## src/include/id_defines.svh

```systemverilog
// decode stage sizing constants and fixed instruction encodings
`ifndef ID_DEFINES_SVH
`define ID_DEFINES_SVH

// log2 of slots per fetch buffer bank
`define ID_BUF_AW 3

// free slots per bank below which full is raised
// the fetch side cannot stall in the same cycle, so keep room for in-flight pairs
`define ID_FULL_MARGIN 3

`define ID_INST_W 32

// addi.w r0,r0,0
`define ID_INST_NOP 32'h0280_0000

`endif

```

## src/source/id_uop_pkg.sv

```systemverilog
// decoded side types: operation codes, branch classes, exception codes, micro-op
package id_uop_pkg;

    typedef enum logic [4:0] {
        OP_NONE,        // empty slot or illegal word
        OP_ADD,
        OP_SUB,
        OP_AND,
        OP_OR,
        OP_ADDI,
        OP_LU12I,
        OP_LD,
        OP_ST,
        OP_BEQ,
        OP_BNE,
        OP_BLT,
        OP_B,
        OP_BL,
        OP_JIRL,
        OP_SYSCALL,
        OP_BREAK,
        OP_ERTN
    } op_e;

    // same encoding the predictor stores in its record
    typedef enum logic [1:0] {
        CAT_NONE     = 2'b00,
        CAT_COND     = 2'b01,
        CAT_DIRECT   = 2'b10,   // b, bl
        CAT_INDIRECT = 2'b11    // jirl
    } category_e;

    typedef enum logic [6:0] {
        EXC_NONE = 7'h00,
        EXC_ADEF = 7'h08,   // fetch address fault
        EXC_SYS  = 7'h0b,
        EXC_BRK  = 7'h0c,
        EXC_INE  = 7'h0d,
        EXC_IPE  = 7'h0e
    } exc_e;

    typedef struct packed {
        logic        valid;
        op_e         op;
        logic [4:0]  rd;
        logic [4:0]  rj;
        logic [4:0]  rk;
        logic [31:0] imm;
        logic [31:0] pc;
        logic [31:0] pc_next;
        exc_e        exc;
        logic [31:0] badv;
        logic        unknown;   // predictor had no record of this one
    } uop_t;

endpackage

```

## src/source/id_fetch_pkg.sv

```systemverilog
// fetch side types: incoming fetch pair, fetch buffer entry, pc redirect
`include "id_defines.svh"

package id_fetch_pkg;

    typedef struct packed {
        logic [`ID_INST_W-1:0] inst0;
        logic [`ID_INST_W-1:0] inst1;
        logic [31:0]           pc;          // pc of inst0, bit 2 set means inst0 absent
        logic [31:0]           pc_next;     // predicted next fetch pc
        id_uop_pkg::exc_e      exc;
        logic [31:0]           badv;
        logic                  unknown0;
        logic                  unknown1;
        logic [31:0]           pred_record0; // {target[31:2], category}
        logic [31:0]           pred_record1;
        logic                  first_inst_jmp;
    } fetch_bundle_t;

    typedef struct packed {
        logic [`ID_INST_W-1:0] inst;
        logic [31:0]           pc;
        logic [31:0]           pc_next;
        id_uop_pkg::exc_e      exc;
        logic [31:0]           badv;
        logic                  unknown;
    } buf_entry_t;

    typedef struct packed {
        logic        set_pc;
        logic [31:0] target;
    } redirect_t;

endpackage

```

## src/source/id_predecoder.sv

```systemverilog
// branch predecoder: classifies one word and extracts its pc-relative offset
`timescale 1ns/1ps
`include "id_defines.svh"

module id_predecoder (
    input  logic [`ID_INST_W-1:0]  inst,
    output id_uop_pkg::category_e  category,
    output logic [31:0]            pc_offset
);

    logic [31:0] offs16;
    logic [31:0] offs26;

    assign offs16 = {{14{inst[25]}}, inst[25:10], 2'b00};
    assign offs26 = {{4{inst[9]}}, inst[9:0], inst[25:10], 2'b00};   // high half sits low

    always_comb begin
        category  = id_uop_pkg::CAT_NONE;
        pc_offset = '0;
        case (inst[31:26])
            6'b010011: begin    // jirl, offset is rj relative
                category  = id_uop_pkg::CAT_INDIRECT;
                pc_offset = offs16;
            end
            6'b010100, 6'b010101: begin     // b, bl
                category  = id_uop_pkg::CAT_DIRECT;
                pc_offset = offs26;
            end
            6'b010110, 6'b010111, 6'b011000: begin  // beq, bne, blt
                category  = id_uop_pkg::CAT_COND;
                pc_offset = offs16;
            end
            default: ;
        endcase
    end

endmodule

```

## src/source/id_redirect_check.sv

```systemverilog
// static branch check on the fetch pair, raises pc redirects and packs entries to push
`timescale 1ns/1ps

module id_redirect_check (
    input  logic                        input_valid,
    input  id_fetch_pkg::fetch_bundle_t fetch,
    output id_fetch_pkg::redirect_t     redirect,
    output logic [1:0]                  push_valid,
    output id_fetch_pkg::buf_entry_t    push_entry0,
    output id_fetch_pkg::buf_entry_t    push_entry1
);

    id_uop_pkg::category_e cat0, cat1;
    logic [31:0] offset0, offset1;
    logic [31:0] pc0, pc1;
    logic [31:0] target0, target1;
    logic [31:0] static_next0, static_next1;
    logic [31:0] pred_next0, pred_next1;
    logic        unknown0, unknown1;
    logic        slot0_ok, slot1_ok;
    logic        redir0, redir1;
    logic        valid0, valid1;
    id_fetch_pkg::buf_entry_t entry0, entry1;

    id_predecoder u_predec0 (.inst(fetch.inst0), .category(cat0), .pc_offset(offset0));
    id_predecoder u_predec1 (.inst(fetch.inst1), .category(cat1), .pc_offset(offset1));

    assign slot0_ok = input_valid && !fetch.pc[2];
    assign slot1_ok = input_valid && !fetch.first_inst_jmp;

    assign pc0 = fetch.pc;
    assign pc1 = fetch.pc[2] ? fetch.pc : fetch.pc + 32'd4;
    assign target0 = pc0 + offset0;
    assign target1 = pc1 + offset1;

    // static rule: always jump for b/bl, backward conditionals taken
    assign static_next0 = (cat0 == id_uop_pkg::CAT_DIRECT ||
                           (cat0 == id_uop_pkg::CAT_COND && offset0[31])) ? target0 : pc0 + 32'd4;
    assign static_next1 = (cat1 == id_uop_pkg::CAT_DIRECT ||
                           (cat1 == id_uop_pkg::CAT_COND && offset1[31])) ? target1 : pc1 + 32'd4;

    assign pred_next0 = fetch.first_inst_jmp ? fetch.pc_next : pc0 + 32'd4;
    assign pred_next1 = fetch.pc_next;

    assign unknown0 = fetch.unknown0 || fetch.pred_record0 != {target0[31:2], cat0};
    assign unknown1 = fetch.unknown1 || fetch.pred_record1 != {target1[31:2], cat1};

    // slot 0 wins, and a slot 0 redirect kills slot 1
    assign redir0 = slot0_ok && unknown0 && pred_next0 != static_next0;
    assign redir1 = slot1_ok && !redir0 && unknown1 && pred_next1 != static_next1;

    assign redirect.set_pc = redir0 || redir1;
    assign redirect.target = redir0 ? static_next0 : static_next1;

    assign valid0 = slot0_ok;
    assign valid1 = slot1_ok && !redir0;

    assign entry0 = '{inst: fetch.inst0, pc: pc0,
                      pc_next: redir0 ? static_next0 : pred_next0,
                      exc: fetch.exc, badv: fetch.badv, unknown: fetch.unknown0};
    assign entry1 = '{inst: fetch.inst1, pc: pc1,
                      pc_next: redir1 ? static_next1 : pred_next1,
                      exc: fetch.exc, badv: fetch.badv, unknown: fetch.unknown1};

    // first valid slot always goes out on entry0
    assign push_valid  = {valid0 && valid1, valid0 || valid1};
    assign push_entry0 = valid0 ? entry0 : entry1;
    assign push_entry1 = entry1;

endmodule

```

## src/source/id_fetch_buffer.sv

```systemverilog
// two-bank interleaved fetch buffer, up to two pushes and two pops per cycle
`timescale 1ns/1ps
`include "id_defines.svh"

module id_fetch_buffer #(
    parameter type entry_t = id_fetch_pkg::buf_entry_t
) (
    input  logic       clk,
    input  logic       rst_n,
    input  logic       flush,
    input  logic [1:0] push_valid,
    input  entry_t     push_entry0,
    input  entry_t     push_entry1,
    input  logic [1:0] read_en,     // 01 pops one, 11 pops two
    output logic       full,
    output logic [1:0] head_valid,
    output entry_t     head_entry0,
    output entry_t     head_entry1
);

    localparam int DEPTH = 1 << `ID_BUF_AW;

    entry_t bank0 [DEPTH];
    entry_t bank1 [DEPTH];

    logic [`ID_BUF_AW-1:0] head0, head1, tail0, tail1;
    logic [`ID_BUF_AW-1:0] free0, free1;
    logic push_sel;     // bank taking the next single push
    logic pop_sel;      // bank holding the oldest entry
    logic empty0, empty1;
    logic really_full;
    logic push_one, push_both;
    logic do_push0, do_push1, do_pop0, do_pop1;

    // one slot per bank stays unused to tell full from empty
    assign free0  = head0 - tail0 - 1'b1;
    assign free1  = head1 - tail1 - 1'b1;
    assign empty0 = head0 == tail0;
    assign empty1 = head1 == tail1;

    assign really_full = free0 == '0 || free1 == '0;
    assign full        = free0 < `ID_FULL_MARGIN || free1 < `ID_FULL_MARGIN;

    assign push_one  = push_valid == 2'b01;
    assign push_both = push_valid == 2'b11;

    assign do_push0 = !really_full && (push_both || (push_one && !push_sel));
    assign do_push1 = !really_full && (push_both || (push_one && push_sel));
    assign do_pop0  = !empty0 && (read_en[1] || (read_en[0] && !pop_sel));
    assign do_pop1  = !empty1 && (read_en[1] || (read_en[0] && pop_sel));

    always_ff @(posedge clk) begin
        if (!rst_n || flush) begin
            head0    <= '0;
            head1    <= '0;
            tail0    <= '0;
            tail1    <= '0;
            push_sel <= 1'b0;
            pop_sel  <= 1'b0;
        end else begin
            if (do_push0) tail0 <= tail0 + 1'b1;
            if (do_push1) tail1 <= tail1 + 1'b1;
            if (do_pop0) head0 <= head0 + 1'b1;
            if (do_pop1) head1 <= head1 + 1'b1;
            if (push_one && !really_full) push_sel <= !push_sel;
            if (do_pop0 ^ do_pop1) pop_sel <= !pop_sel;   // odd count moves the oldest bank
        end
    end

    always_ff @(posedge clk) begin
        if (do_push0) bank0[tail0] <= push_sel ? push_entry1 : push_entry0;
        if (do_push1) bank1[tail1] <= push_sel ? push_entry0 : push_entry1;
    end

    assign head_valid  = pop_sel ? {!empty0, !empty1} : {!empty1, !empty0};
    assign head_entry0 = pop_sel ? bank1[head1] : bank0[head0];
    assign head_entry1 = pop_sel ? bank0[head0] : bank1[head1];

    a_read_en_legal: assert property (@(posedge clk) disable iff (!rst_n) read_en != 2'b10)
        else $error("read_en 10 is not a legal pop request");

    // fetch side should have stopped on full before a bank runs out
    a_no_push_when_full: assert property (@(posedge clk) disable iff (!rst_n || flush)
        (|push_valid) |-> !really_full)
        else $error("push into a full fetch buffer bank dropped");

endmodule

```

## src/source/id_decoder.sv

```systemverilog
// instruction decoder: one buffer entry to a micro-op with fields, immediate and exception
`timescale 1ns/1ps
`include "id_defines.svh"

module id_decoder (
    input  logic                     entry_valid,
    input  id_fetch_pkg::buf_entry_t entry,
    input  logic [1:0]               plv,
    output id_uop_pkg::uop_t         uop
);

    logic [`ID_INST_W-1:0] inst;
    id_uop_pkg::op_e       op;
    logic [31:0]           imm;
    logic                  illegal;
    logic [31:0]           si12, ui20, offs16, offs26;

    // empty bank decodes as a nop
    assign inst = entry_valid ? entry.inst : `ID_INST_NOP;

    assign si12   = {{20{inst[21]}}, inst[21:10]};
    assign ui20   = {inst[24:5], 12'h000};
    assign offs16 = {{14{inst[25]}}, inst[25:10], 2'b00};
    assign offs26 = {{4{inst[9]}}, inst[9:0], inst[25:10], 2'b00};

    always_comb begin
        op      = id_uop_pkg::OP_NONE;
        imm     = '0;
        illegal = 1'b0;
        if (inst == 32'h0648_3800) begin
            op = id_uop_pkg::OP_ERTN;
        end else if (inst[31:15] == 17'h00020) begin
            op = id_uop_pkg::OP_ADD;
        end else if (inst[31:15] == 17'h00022) begin
            op = id_uop_pkg::OP_SUB;
        end else if (inst[31:15] == 17'h00029) begin
            op = id_uop_pkg::OP_AND;
        end else if (inst[31:15] == 17'h0002a) begin
            op = id_uop_pkg::OP_OR;
        end else if (inst[31:15] == 17'h00054) begin
            op = id_uop_pkg::OP_BREAK;
        end else if (inst[31:15] == 17'h00056) begin
            op = id_uop_pkg::OP_SYSCALL;
        end else if (inst[31:22] == 10'h00a) begin
            op  = id_uop_pkg::OP_ADDI;
            imm = si12;
        end else if (inst[31:22] == 10'h0a2) begin
            op  = id_uop_pkg::OP_LD;
            imm = si12;
        end else if (inst[31:22] == 10'h0a6) begin
            op  = id_uop_pkg::OP_ST;
            imm = si12;
        end else if (inst[31:25] == 7'b0001010) begin
            op  = id_uop_pkg::OP_LU12I;
            imm = ui20;
        end else begin
            imm = offs16;   // branch offsets, overridden below for b/bl
            case (inst[31:26])
                6'b010011: op = id_uop_pkg::OP_JIRL;
                6'b010110: op = id_uop_pkg::OP_BEQ;
                6'b010111: op = id_uop_pkg::OP_BNE;
                6'b011000: op = id_uop_pkg::OP_BLT;
                6'b010100: begin
                    op  = id_uop_pkg::OP_B;
                    imm = offs26;
                end
                6'b010101: begin
                    op  = id_uop_pkg::OP_BL;
                    imm = offs26;
                end
                default: begin
                    imm     = '0;
                    illegal = 1'b1;
                end
            endcase
        end
    end

    always_comb begin
        uop.valid   = entry_valid;
        uop.op      = entry_valid ? op : id_uop_pkg::OP_NONE;
        uop.rd      = inst[4:0];
        uop.rj      = inst[9:5];
        uop.rk      = inst[14:10];
        uop.imm     = imm;
        uop.pc      = entry_valid ? entry.pc : 32'd0;
        uop.pc_next = entry_valid ? entry.pc_next : 32'd4;
        uop.badv    = entry_valid ? entry.badv : 32'd0;
        uop.unknown = entry_valid && entry.unknown;
        // b and bl reuse the rd bits for offset, bl links to r1
        if (op == id_uop_pkg::OP_B) uop.rd = 5'd0;
        if (op == id_uop_pkg::OP_BL) uop.rd = 5'd1;

        if (!entry_valid)
            uop.exc = id_uop_pkg::EXC_NONE;
        else if (entry.exc != id_uop_pkg::EXC_NONE)
            uop.exc = entry.exc;   // fetch fault has priority
        else if (illegal)
            uop.exc = id_uop_pkg::EXC_INE;
        else if (op == id_uop_pkg::OP_SYSCALL)
            uop.exc = id_uop_pkg::EXC_SYS;
        else if (op == id_uop_pkg::OP_BREAK)
            uop.exc = id_uop_pkg::EXC_BRK;
        else if (op == id_uop_pkg::OP_ERTN && plv != 2'd0)
            uop.exc = id_uop_pkg::EXC_IPE;
        else
            uop.exc = id_uop_pkg::EXC_NONE;
    end

endmodule

```

## src/source/id_stage.sv

```systemverilog
// decode stage top: redirect check, fetch buffer and two decoders
`timescale 1ns/1ps

module id_stage (
    input  logic                        clk,
    input  logic                        rst_n,
    input  logic                        input_valid,
    input  id_fetch_pkg::fetch_bundle_t fetch,
    input  logic                        flush,
    input  logic [1:0]                  read_en,
    input  logic [1:0]                  plv,
    output logic                        full,
    output id_fetch_pkg::redirect_t     redirect,
    output id_uop_pkg::uop_t            uop0,
    output id_uop_pkg::uop_t            uop1
);

    logic [1:0]               push_valid;
    id_fetch_pkg::buf_entry_t push_entry0, push_entry1;
    logic [1:0]               head_valid;
    id_fetch_pkg::buf_entry_t head_entry0, head_entry1;

    id_redirect_check u_redirect_check (
        .input_valid (input_valid),
        .fetch       (fetch),
        .redirect    (redirect),
        .push_valid  (push_valid),
        .push_entry0 (push_entry0),
        .push_entry1 (push_entry1)
    );

    id_fetch_buffer #(.entry_t(id_fetch_pkg::buf_entry_t)) u_fetch_buffer (
        .clk         (clk),
        .rst_n       (rst_n),
        .flush       (flush),
        .push_valid  (push_valid),
        .push_entry0 (push_entry0),
        .push_entry1 (push_entry1),
        .read_en     (read_en),
        .full        (full),
        .head_valid  (head_valid),
        .head_entry0 (head_entry0),
        .head_entry1 (head_entry1)
    );

    id_decoder u_decoder0 (.entry_valid(head_valid[0]), .entry(head_entry0), .plv(plv), .uop(uop0));
    id_decoder u_decoder1 (.entry_valid(head_valid[1]), .entry(head_entry1), .plv(plv), .uop(uop1));

endmodule

```

## config.mk

```make
export PLATFORM = sky130hd
export DESIGN_NAME = id_stage
export DESIGN_NICKNAME = d
export VERILOG_FILES = /design/src/source/id_uop_pkg.sv /design/src/source/id_fetch_pkg.sv /design/src/source/id_predecoder.sv /design/src/source/id_redirect_check.sv /design/src/source/id_fetch_buffer.sv /design/src/source/id_decoder.sv /design/src/source/id_stage.sv
export VERILOG_INCLUDE_DIRS = /design/src /design/src/include
export SDC_FILE = /design/constraint.sdc
export NUM_CORES = 2
export LEC_CHECK = 0
export BUFFER_PORTS_ARGS = -buffer_cell sky130_fd_sc_hd__buf_2
export CAP_MARGIN = 20
export CORE_MARGIN = 10
export CORE_UTILIZATION = 50
export CTS_BUF_LIST = sky130_fd_sc_hd__clkbuf_4
export DETAILED_ROUTE_END_ITERATION = 8
export PLACE_DENSITY = 0.7
export SYNTH_ARGS = -nofsm -noshare
export SYNTH_HDL_FRONTEND = slang
export SYNTH_SLANG_ARGS = --single-unit
```

## constraint.sdc

```tcl
create_clock -name clk -period 17.8 [get_ports clk]
set_clock_uncertainty 0.2 [all_clocks]
set_input_delay 0.89 -clock clk [delete_from_list [all_inputs] [get_ports clk]]
set_output_delay 0.89 -clock clk [all_outputs]
set_load 0.005 [all_outputs]
```

### Yosys cells after proc, flatten, opt, wreduce, memory -nomap -nowiden

Memories as Yosys holds them, arrays and structs flattened. A register that Yosys moved wholly into a read port is not among the register bits.
Cells that the tools add are included.
W data, S select, Z words.

| word-level totals | value |
|---|---|
| word-level logic and storage cells | 276 |
| bits in latches | 0 |
| ROM bits | 0 |
| input bits | 242 |
| bits in registers | 14 |
| bits in writable memories | 2176 |
| memories | 2 |

Memory list:

| name | words | width | read ports | clocked after Yosys merged registers in | write ports | RTL line | RTL |
|---|---|---|---|---|---|---|---|
| u_fetch_buffer.bank0 | 8 | 136 | 1 | 1 | 1 | id_fetch_buffer.sv:23 | `entry_t bank0 [DEPTH];` |
| u_fetch_buffer.bank1 | 8 | 136 | 1 | 1 | 1 | id_fetch_buffer.sv:24 | `entry_t bank1 [DEPTH];` |

| cells by class | value |
|---|---|
| $add $sub $neg | 12 |
| reduce and logical (&&, ||, !) cells | 62 |
| equal/unequal tests | 68 |
| divide/modulo/power cells | 0 |
| multiply operators | 0 |
| order comparisons | 2 |
| bitwise logic cells | 1 |
| shift operators | 0 |
| muxes and demuxes | 123 |

Operator list:

| cell | count |
|---|---|
| $mux W32 | 37 |
| $mux W136 | 5 |
| $pmux W32 S2 | 4 |
| $eq A6 B5 Y1 const B | 24 |
| $mux W5 | 28 |
| $eq A17 B6 Y1 const B | 8 |
| $ne A32 B32 Y1 | 4 |
| $mux W7 | 10 |
| $eq A17 B7 Y1 const B | 4 |
| $add A32 B3 Y32 const B | 2 |
| $add A32 B32 Y32 | 2 |
| $eq A32 B27 Y1 const B | 2 |
| $pmux W4 S6 | 2 |
| $eq A10 B8 Y1 const B | 4 |
| $eq A5 B4 Y1 const B | 6 |
| $mux W1 | 28 |
| $logic_and A1 B1 Y1 | 23 |
| $eq A10 B4 Y1 const B | 2 |
| $eq A5 B5 Y1 const B | 4 |
| $reduce_or A4 Y1 | 4 |
| $eq A7 B4 Y1 const B | 2 |
| $reduce_bool A7 Y1 | 2 |
| $logic_or A1 B1 Y1 | 13 |
| $add A3 B1 Y3 const B | 4 |
| other kinds (17) | 44 |

### Longest topological paths before layout

| logic depth | value |
|---|---|
| word-level depth | 25 |
| gate-level depth with buffers | 31 |

### Modules after synthesis

A second synthesis with hierarchy kept.

| unflattened totals | value |
|---|---|
| cell total of the unflattened synthesis | 6855 |
| area, all modules | 107259.1 µm² |

By module, submodules not included:

| module | cells an instance | seq. area each (µm²) | area each (µm²) | instances |
|---|---|---|---|---|
| id_fetch_buffer | 3885 | 65743.1 | 88348.5 | 1 |
| id_redirect_check | 2158 | 0.0 | 14101.0 | 1 |
| id_decoder | 339 | 0.0 | 2004.4 | 2 |
| id_predecoder | 67 | 0.0 | 400.4 | 2 |

### Worst setup path before layout

OpenSTA, ideal clock, no wires.

| path | value |
|---|---|
| path type | input -> register |
| start | input fetch[230] in the netlist's numbering |
| end | memory u_fetch_buffer.bank1[4][0] in the netlist's numbering (enable) |
| arrival time | 16.983 ns |
| slack | -0.209 ns |
| required time | 16.774 ns |
| cell stages on the path | 28 |
| setup time | 0.826 ns |
| cells stage by stage | clkbuf_1 -> or4_1 -> a21oi_1 -> or2_2 -> clkbuf_1 -> and2_1 -> ha_1 -> inv_1 -> fa_1 -> nand2b_1 -> a21oi_1 -> xor2_1 -> xor2_1 -> a211oi_1 -> nand4_1 -> or4_1 -> a2111o_1 -> or4_1 -> o31ai_2 -> nor2_1 -> buf_2 -> clkbuf_1 -> nor2_1 -> ha_1 -> a21oi_1 -> nor3_1 -> nand2_1 -> nor3b_1 |

| between the ends | value |
|---|---|
| word-level cells in the longest chain between the ends | 18 |
| elaborated cells on any way between the ends | 33 |

Ends and longest elaborated chain:

| what | RTL line | RTL |
|---|---|---|
| from (decl) | id_stage.sv:8 | `input id_fetch_pkg::fetch_bundle_t fetch,` |
| parallel branches: the longest is 8 deep, another holds $add A32 B32 Y32 | n/a |  |
| $logic_and A1 B1 Y1 (*) | id_redirect_check.sv:49 | `assign redir0 = slot0_ok && unknown0 && pred_next0 != static_next0;` |
| $logic_not A1 Y1 (*) | id_redirect_check.sv:56 | `assign valid1 = slot1_ok && !redir0;` |
| $logic_and A1 B1 Y1 (*) | id_redirect_check.sv:56 |  |
| $logic_or A1 B1 Y1 / $logic_and A1 B1 Y1 (equally long branches) | id_redirect_check.sv:66 | `assign push_valid = {valid0 && valid1, valid0 \|\| valid1};` |
| $eq A2 B1 Y1 | id_fetch_buffer.sv:44 | `assign push_one = push_valid == 2'b01;` |
| $logic_and A1 B1 Y1 | id_fetch_buffer.sv:48 | `assign do_push1 = !really_full && (push_both \|\| (push_one && push_sel));` |
| $logic_or A1 B1 Y1 (*) | id_fetch_buffer.sv:48 |  |
| $logic_and A1 B1 Y1 (*) | id_fetch_buffer.sv:48 |  |
| $mux W1 (*) (2 in series) | id_fetch_buffer.sv:72 | `if (do_push1) bank1[tail1] <= push_sel ? push_entry0 : push_entry1;` |
| to (decl) | id_fetch_buffer.sv:24 |  |

Mark *: on every way between the ends.

### Worst setup path in the final report

| path | value |
|---|---|
| start | input fetch[231] in the netlist's numbering |
| end | memory u_fetch_buffer.bank0[7][40] in the netlist's numbering (enable) |

| between the ends | value |
|---|---|
| word-level cells in the longest chain between the ends | 18 |
| elaborated cells on any way between the ends | 33 |

Ends and longest elaborated chain:

| what | RTL line | RTL |
|---|---|---|
| parallel branches: the longest is 8 deep, another holds $add A32 B32 Y32 | n/a |  |
| $logic_and A1 B1 Y1 (*) | id_redirect_check.sv:49 |  |
| $logic_not A1 Y1 (*) | id_redirect_check.sv:56 |  |
| $logic_and A1 B1 Y1 (*) | id_redirect_check.sv:56 |  |
| $logic_or A1 B1 Y1 / $logic_and A1 B1 Y1 (equally long branches) | id_redirect_check.sv:66 |  |
| $eq A2 B1 Y1 | id_fetch_buffer.sv:44 |  |
| $logic_and A1 B1 Y1 | id_fetch_buffer.sv:47 | `assign do_push0 = !really_full && (push_both \|\| (push_one && !push_sel));` |
| $logic_or A1 B1 Y1 (*) | id_fetch_buffer.sv:47 |  |
| $logic_and A1 B1 Y1 (*) | id_fetch_buffer.sv:47 |  |
| $mux W1 (*) (2 in series) | id_fetch_buffer.sv:71 | `if (do_push0) bank0[tail0] <= push_sel ? push_entry1 : push_entry0;` |
| to (decl) | id_fetch_buffer.sv:23 |  |

Marks and branches as above.

==> qor.csv <==
stage;metric;value;unit
cells_and_area;footprint of the multi-input gates;34280;sq um
clock_tree;total CTS buffers;559;
cells_and_area;fill cell count;15683;
critical_path;Worst Path Required;18.51;ns
power_and_ir_drop;cell leakage power;39.64;nW
critical_path;R2R setup slack;12.72;ns
clock_tree;clk slew on worst S/H paths;0.06;ns
run_status;status;completed;
placed_design;worst slack at placement;5.672;ns
yosys;Seq/Total Area, Yosys;0.6441;
power_and_ir_drop;P per Cell Area;94.06;nW/um^2
cells_and_area;final non-filler cell total;10588;
critical_path;Worst R2R End;u_fetch_buffer.bank0[7][40];
drt;top layer in use;met5;
hold_path;Worst Hold Class;primary input to flop;
power_and_ir_drop;Power Total;10.90;mW
yosys;Gate Count Post-Synth;6596;
clock_tree;clk sinks;2196;
power_and_ir_drop;Flop pwr share;0.532;
drt;Vias/cell;6.379;
sta;final setup margin;6.268;ns
drt;met1 wire length;133700;microns
power_and_ir_drop;maximum vdd ir drop;0.07931;mV
sta;TNS Setup;0;ns
clock_tree;Clock Latency Late Sink;1.34;ns
drt;Iter 0 DRT Violations;8114;
power_and_ir_drop;Gate power share;0.104;
cells_and_area;Reg area;65770;sq um
floorplanning;die height;471.8;microns
critical_path;slowest stage delay, CP;0.99;ns
yosys;netlist area before placement;102100;sq um
grt;vias in the first global route;66592;
sta;Worst Tran Pin Value;1.243;ns
yosys;count of flip-flops with a built-in enable after synthesis;2176;
cells_and_area;Layout area overhead;13.48;%
critical_path;Setup CP Type;primary input to flop;
cells_and_area;Final #Nets;7873;
hold_path;WHS Path Cells;4;
power_and_ir_drop;Int Pwr;8.178;mW
sta;Final Hold Viols;0;
clock_tree;root buf cell;clkbuf_4;
yosys;Post-synth top flop;edfxtp_1;
placed_design;Cells after DPL;9514;
drt;Routed WL;337100;microns
hold_path;hold_sp;fetch[129];
yosys;ys async rst share;0;
clock_tree;post-CTS sizing;0;
cells_and_area;layout cells sized above 1;0.2815;
critical_path;CP Data Arrival Time;12.24;ns
clock_tree;CTS tree;done;
power_and_ir_drop;sw frac;0.2494;
drt;DRC;0;
critical_path;reg-to-reg startpoint;u_fetch_buffer.head1[0];
grt;GRT Util Overall;0.2949;
sta;Tmin final;11.53;ns
yosys;synth warn;0;
critical_path;Crit Path Max Fanout;50;
hold_path;hold path endpoint;u_fetch_buffer.bank1[2][63];
drt;met2 WL;151500;microns
sta;RSZ-0062 raised after global routing;no;
cells_and_area;most frequent cells in the layout;2176 x edfxtp_1, 753 x clkbuf_4, 624 x nand2_1;
critical_path;Reg2Reg Depth;12;
clock_tree;H-Tree Depth;6;
run;max-cap check violation count;0;
drt;Post-DRT Antenna Nets;0;
floorplanning;Initial Util;0.5040;
grt;largest net degree at the start of global routing;144;
critical_path;most used cell, CP;buf_4;
sta;Slew HR;0.1623;
sta;# setup viols final;0;
yosys;Unique masters post-synth;108;
sta;Slew Limit Fails;0;
critical_path;Setup crit end kind;flop;
sta;fmax;86.72;MHz
grt;initial antenna violation count;60;
yosys;post-synth net total;6911;
drt;via count;67541;
grt;GR Overflow Total;0;
critical_path;CP startpoint kind;primary input;
power_and_ir_drop;Sw Pwr;2.717;mW
grt;first-pass GRT wire length;478700;microns
floorplanning;Die W;471.8;microns
clock_tree;setup bufs post-CTS;0;
critical_path;Slowest cell on crit path;a2111oi_0;
placed_design;placed wire-length estimate;232400;microns
yosys;Mean Syn Cell Area;15.48;sq um
placed_design;GP Congestion;1.002;
clock_tree;CTS max path bufs;4;
sta;final worst-path cycle share;0.6478;
floorplanning;full die area;222600;sq um
cells_and_area;commonest non-fill, non-tap cell in the layout;edfxtp_1;
yosys;flops & latches, synth;2196;
floorplanning;Core Footprint;202500;sq um
floorplanning;I/O pin total;590;
power_and_ir_drop;proportion of power drawn by the clock network;0.364;
placed_design;Buffers on Ports;589;
drt;drt first pass iters;6;
drt;DR WL met3;36880;microns
drt;Routed WL per cell;31.84;microns
floorplanning;Row Count;165;
[power groups by stage]
| stage | registers (mW) | clock network, mW | logic [mW] |
|---|---|---|---|
| floorplan | 5.91 | 0 | 0.579 |
| global placement | 5.90 | 0 | 1.06 |
| detailed placement | 5.90 | 0 | 1.08 |
| CTS | 5.79 | 4.05 | 1.11 |
| global route | 5.79 | 4.34 | 1.19 |
| finish | 5.79 | 3.97 | 1.14 |
[worst max path at each step]
stage,start,endpoint,depth (start not counted)
after detailed placement,fetch[231],u_fetch_buffer.bank0[7][100],29
after global placement,fetch[231],u_fetch_buffer.bank0[7][100],29
after CTS,fetch[231],u_fetch_buffer.bank0[7][40],30
after floorplan,fetch[230],u_fetch_buffer.bank1[0][0],28
final,fetch[231],u_fetch_buffer.bank0[7][40],30
after global routing,fetch[231],u_fetch_buffer.bank0[7][40],30
[timing repair]
action / CTS / global route
hold buffers: 140 / 0
hold endpoints to repair: 1327 / 0
setup endpoints to repair: 0 / 0
[layout make-up]
| type | instances | area share |
|---|---|---|
| Antenna cell | 30 | 0.0006481 |
| Clock buffer | 752 | 0.04874 |
| Timing Repair Buffer | 876 | 0.04854 |
| Inverter | 93 | 0.003143 |
| Clock inverter | 137 | 0.006362 |
| Tap cell | 2672 | 0.02886 |
| Multi-Input combinational cell | 3832 | 0.2959 |
| Sequential cell | 2196 | 0.5678 |
[synth_stat cells, types with 13 or more instances]
cell       number  area share
nor3_1        121      0.0059
o31ai_1        17      0.0013
a21oi_1       204       0.010
dfxtp_1        20      0.0039
o21ai_0       148      0.0073
clkbuf_1      338       0.012
a31oi_1        29      0.0018
or3_1          27      0.0017
o21bai_1       13     0.00096
o21a_1         21      0.0015
xor2_1        117       0.010
nand2_1       625       0.023
buf_2          65      0.0032
o311a_1        52      0.0051
a2111oi_0      14      0.0012
mux2_2         53      0.0058
xnor2_1       160       0.014
a21o_1         46      0.0034
nor4_1         38      0.0023
inv_1          90      0.0033
and2_1        112      0.0069
a221o_1        14      0.0014
a211oi_1       93      0.0068
a221oi_1       49      0.0042
edfxtp_1     2176        0.64
nor2_1        268      0.0099
o22ai_1        41      0.0025
and3_1         78      0.0048
nor3b_1        16      0.0012
nor2b_1        75      0.0046
nand3_1        85      0.0042
nand4_1        44      0.0027
mux4_2        544        0.12
buf_1          59      0.0022
o211ai_1       50      0.0037
ha_1           69      0.0085
nand2b_1       40      0.0025
or4_1          23      0.0017
mux2i_1       287       0.028
a211o_1        20      0.0017
[flip-flops by register name, indices dropped and copies added (netlist names), named ones only]
| name | count |
|---|---|
| u_fetch_buffer.tail0 | 3 |
| u_fetch_buffer.bank1 | 1088 |
| u_fetch_buffer.tail1 | 3 |
| u_fetch_buffer.push_sel | 1 |
| u_fetch_buffer.head1 | 3 |
| u_fetch_buffer.pop_sel | 1 |
| u_fetch_buffer.head0 | 3 |
| u_fetch_buffer.bank0 | 1088 |
[layer usage]
| metal | up-vias | GRT usage |
|---|---|---|
| met2 | 4195 | 0.4403 |
| met4 | 30 | 0.1237 |
| met3 | 655 | 0.08258 |
| met1 | 34209 | 0.4086 |
| li1 | 28452 | - |
| met5 | - | 0 |
[stage by stage]
stage / area (sq um) / hold slack (ns) / utilization
finish: 115800 / 0.09867 / 0.5719
CTS: 115600 / 0.008806 / 0.5709
floorplan: 102100 / 0.2666 / -
detailed placement: 107800 / 0.3166 / 0.5324
global route: 115800 / 0.01748 / 0.5718
global placement: 107800 / 0.2966 / 0.5322
[worst max-delay path, delay by kind of cell]
| family | cells | cell delay, ns |
|---|---|---|
| AND/OR/NAND/NOR | 13 | 4.46 |
| AO/OA/AOI/OAI | 6 | 2.86 |
| adder cells (fa/ha/maj) | 3 | 0.88 |
| buffers and inverters | 7 | 2.70 |
| XOR/XNOR | 1 | 0.26 |
[logic make-up (layout without fill, tap and decap cells)]
logic type / Yosys count / count (layout) / synth area share
xor+xnor: 287 / 287 / 0.02597
other cells: 0 / 30 / 0
buf+inv: 568 / 1858 / 0.02225
compound gates: 957 / 957 / 0.06591
flops: 2196 / 2196 / 0.6441
mux: 891 / 891 / 0.1548
simple gates: 1624 / 1624 / 0.07779
fa+ha+maj: 73 / 73 / 0.009242
Note: power is estimated with default switching activity, not from simulation.
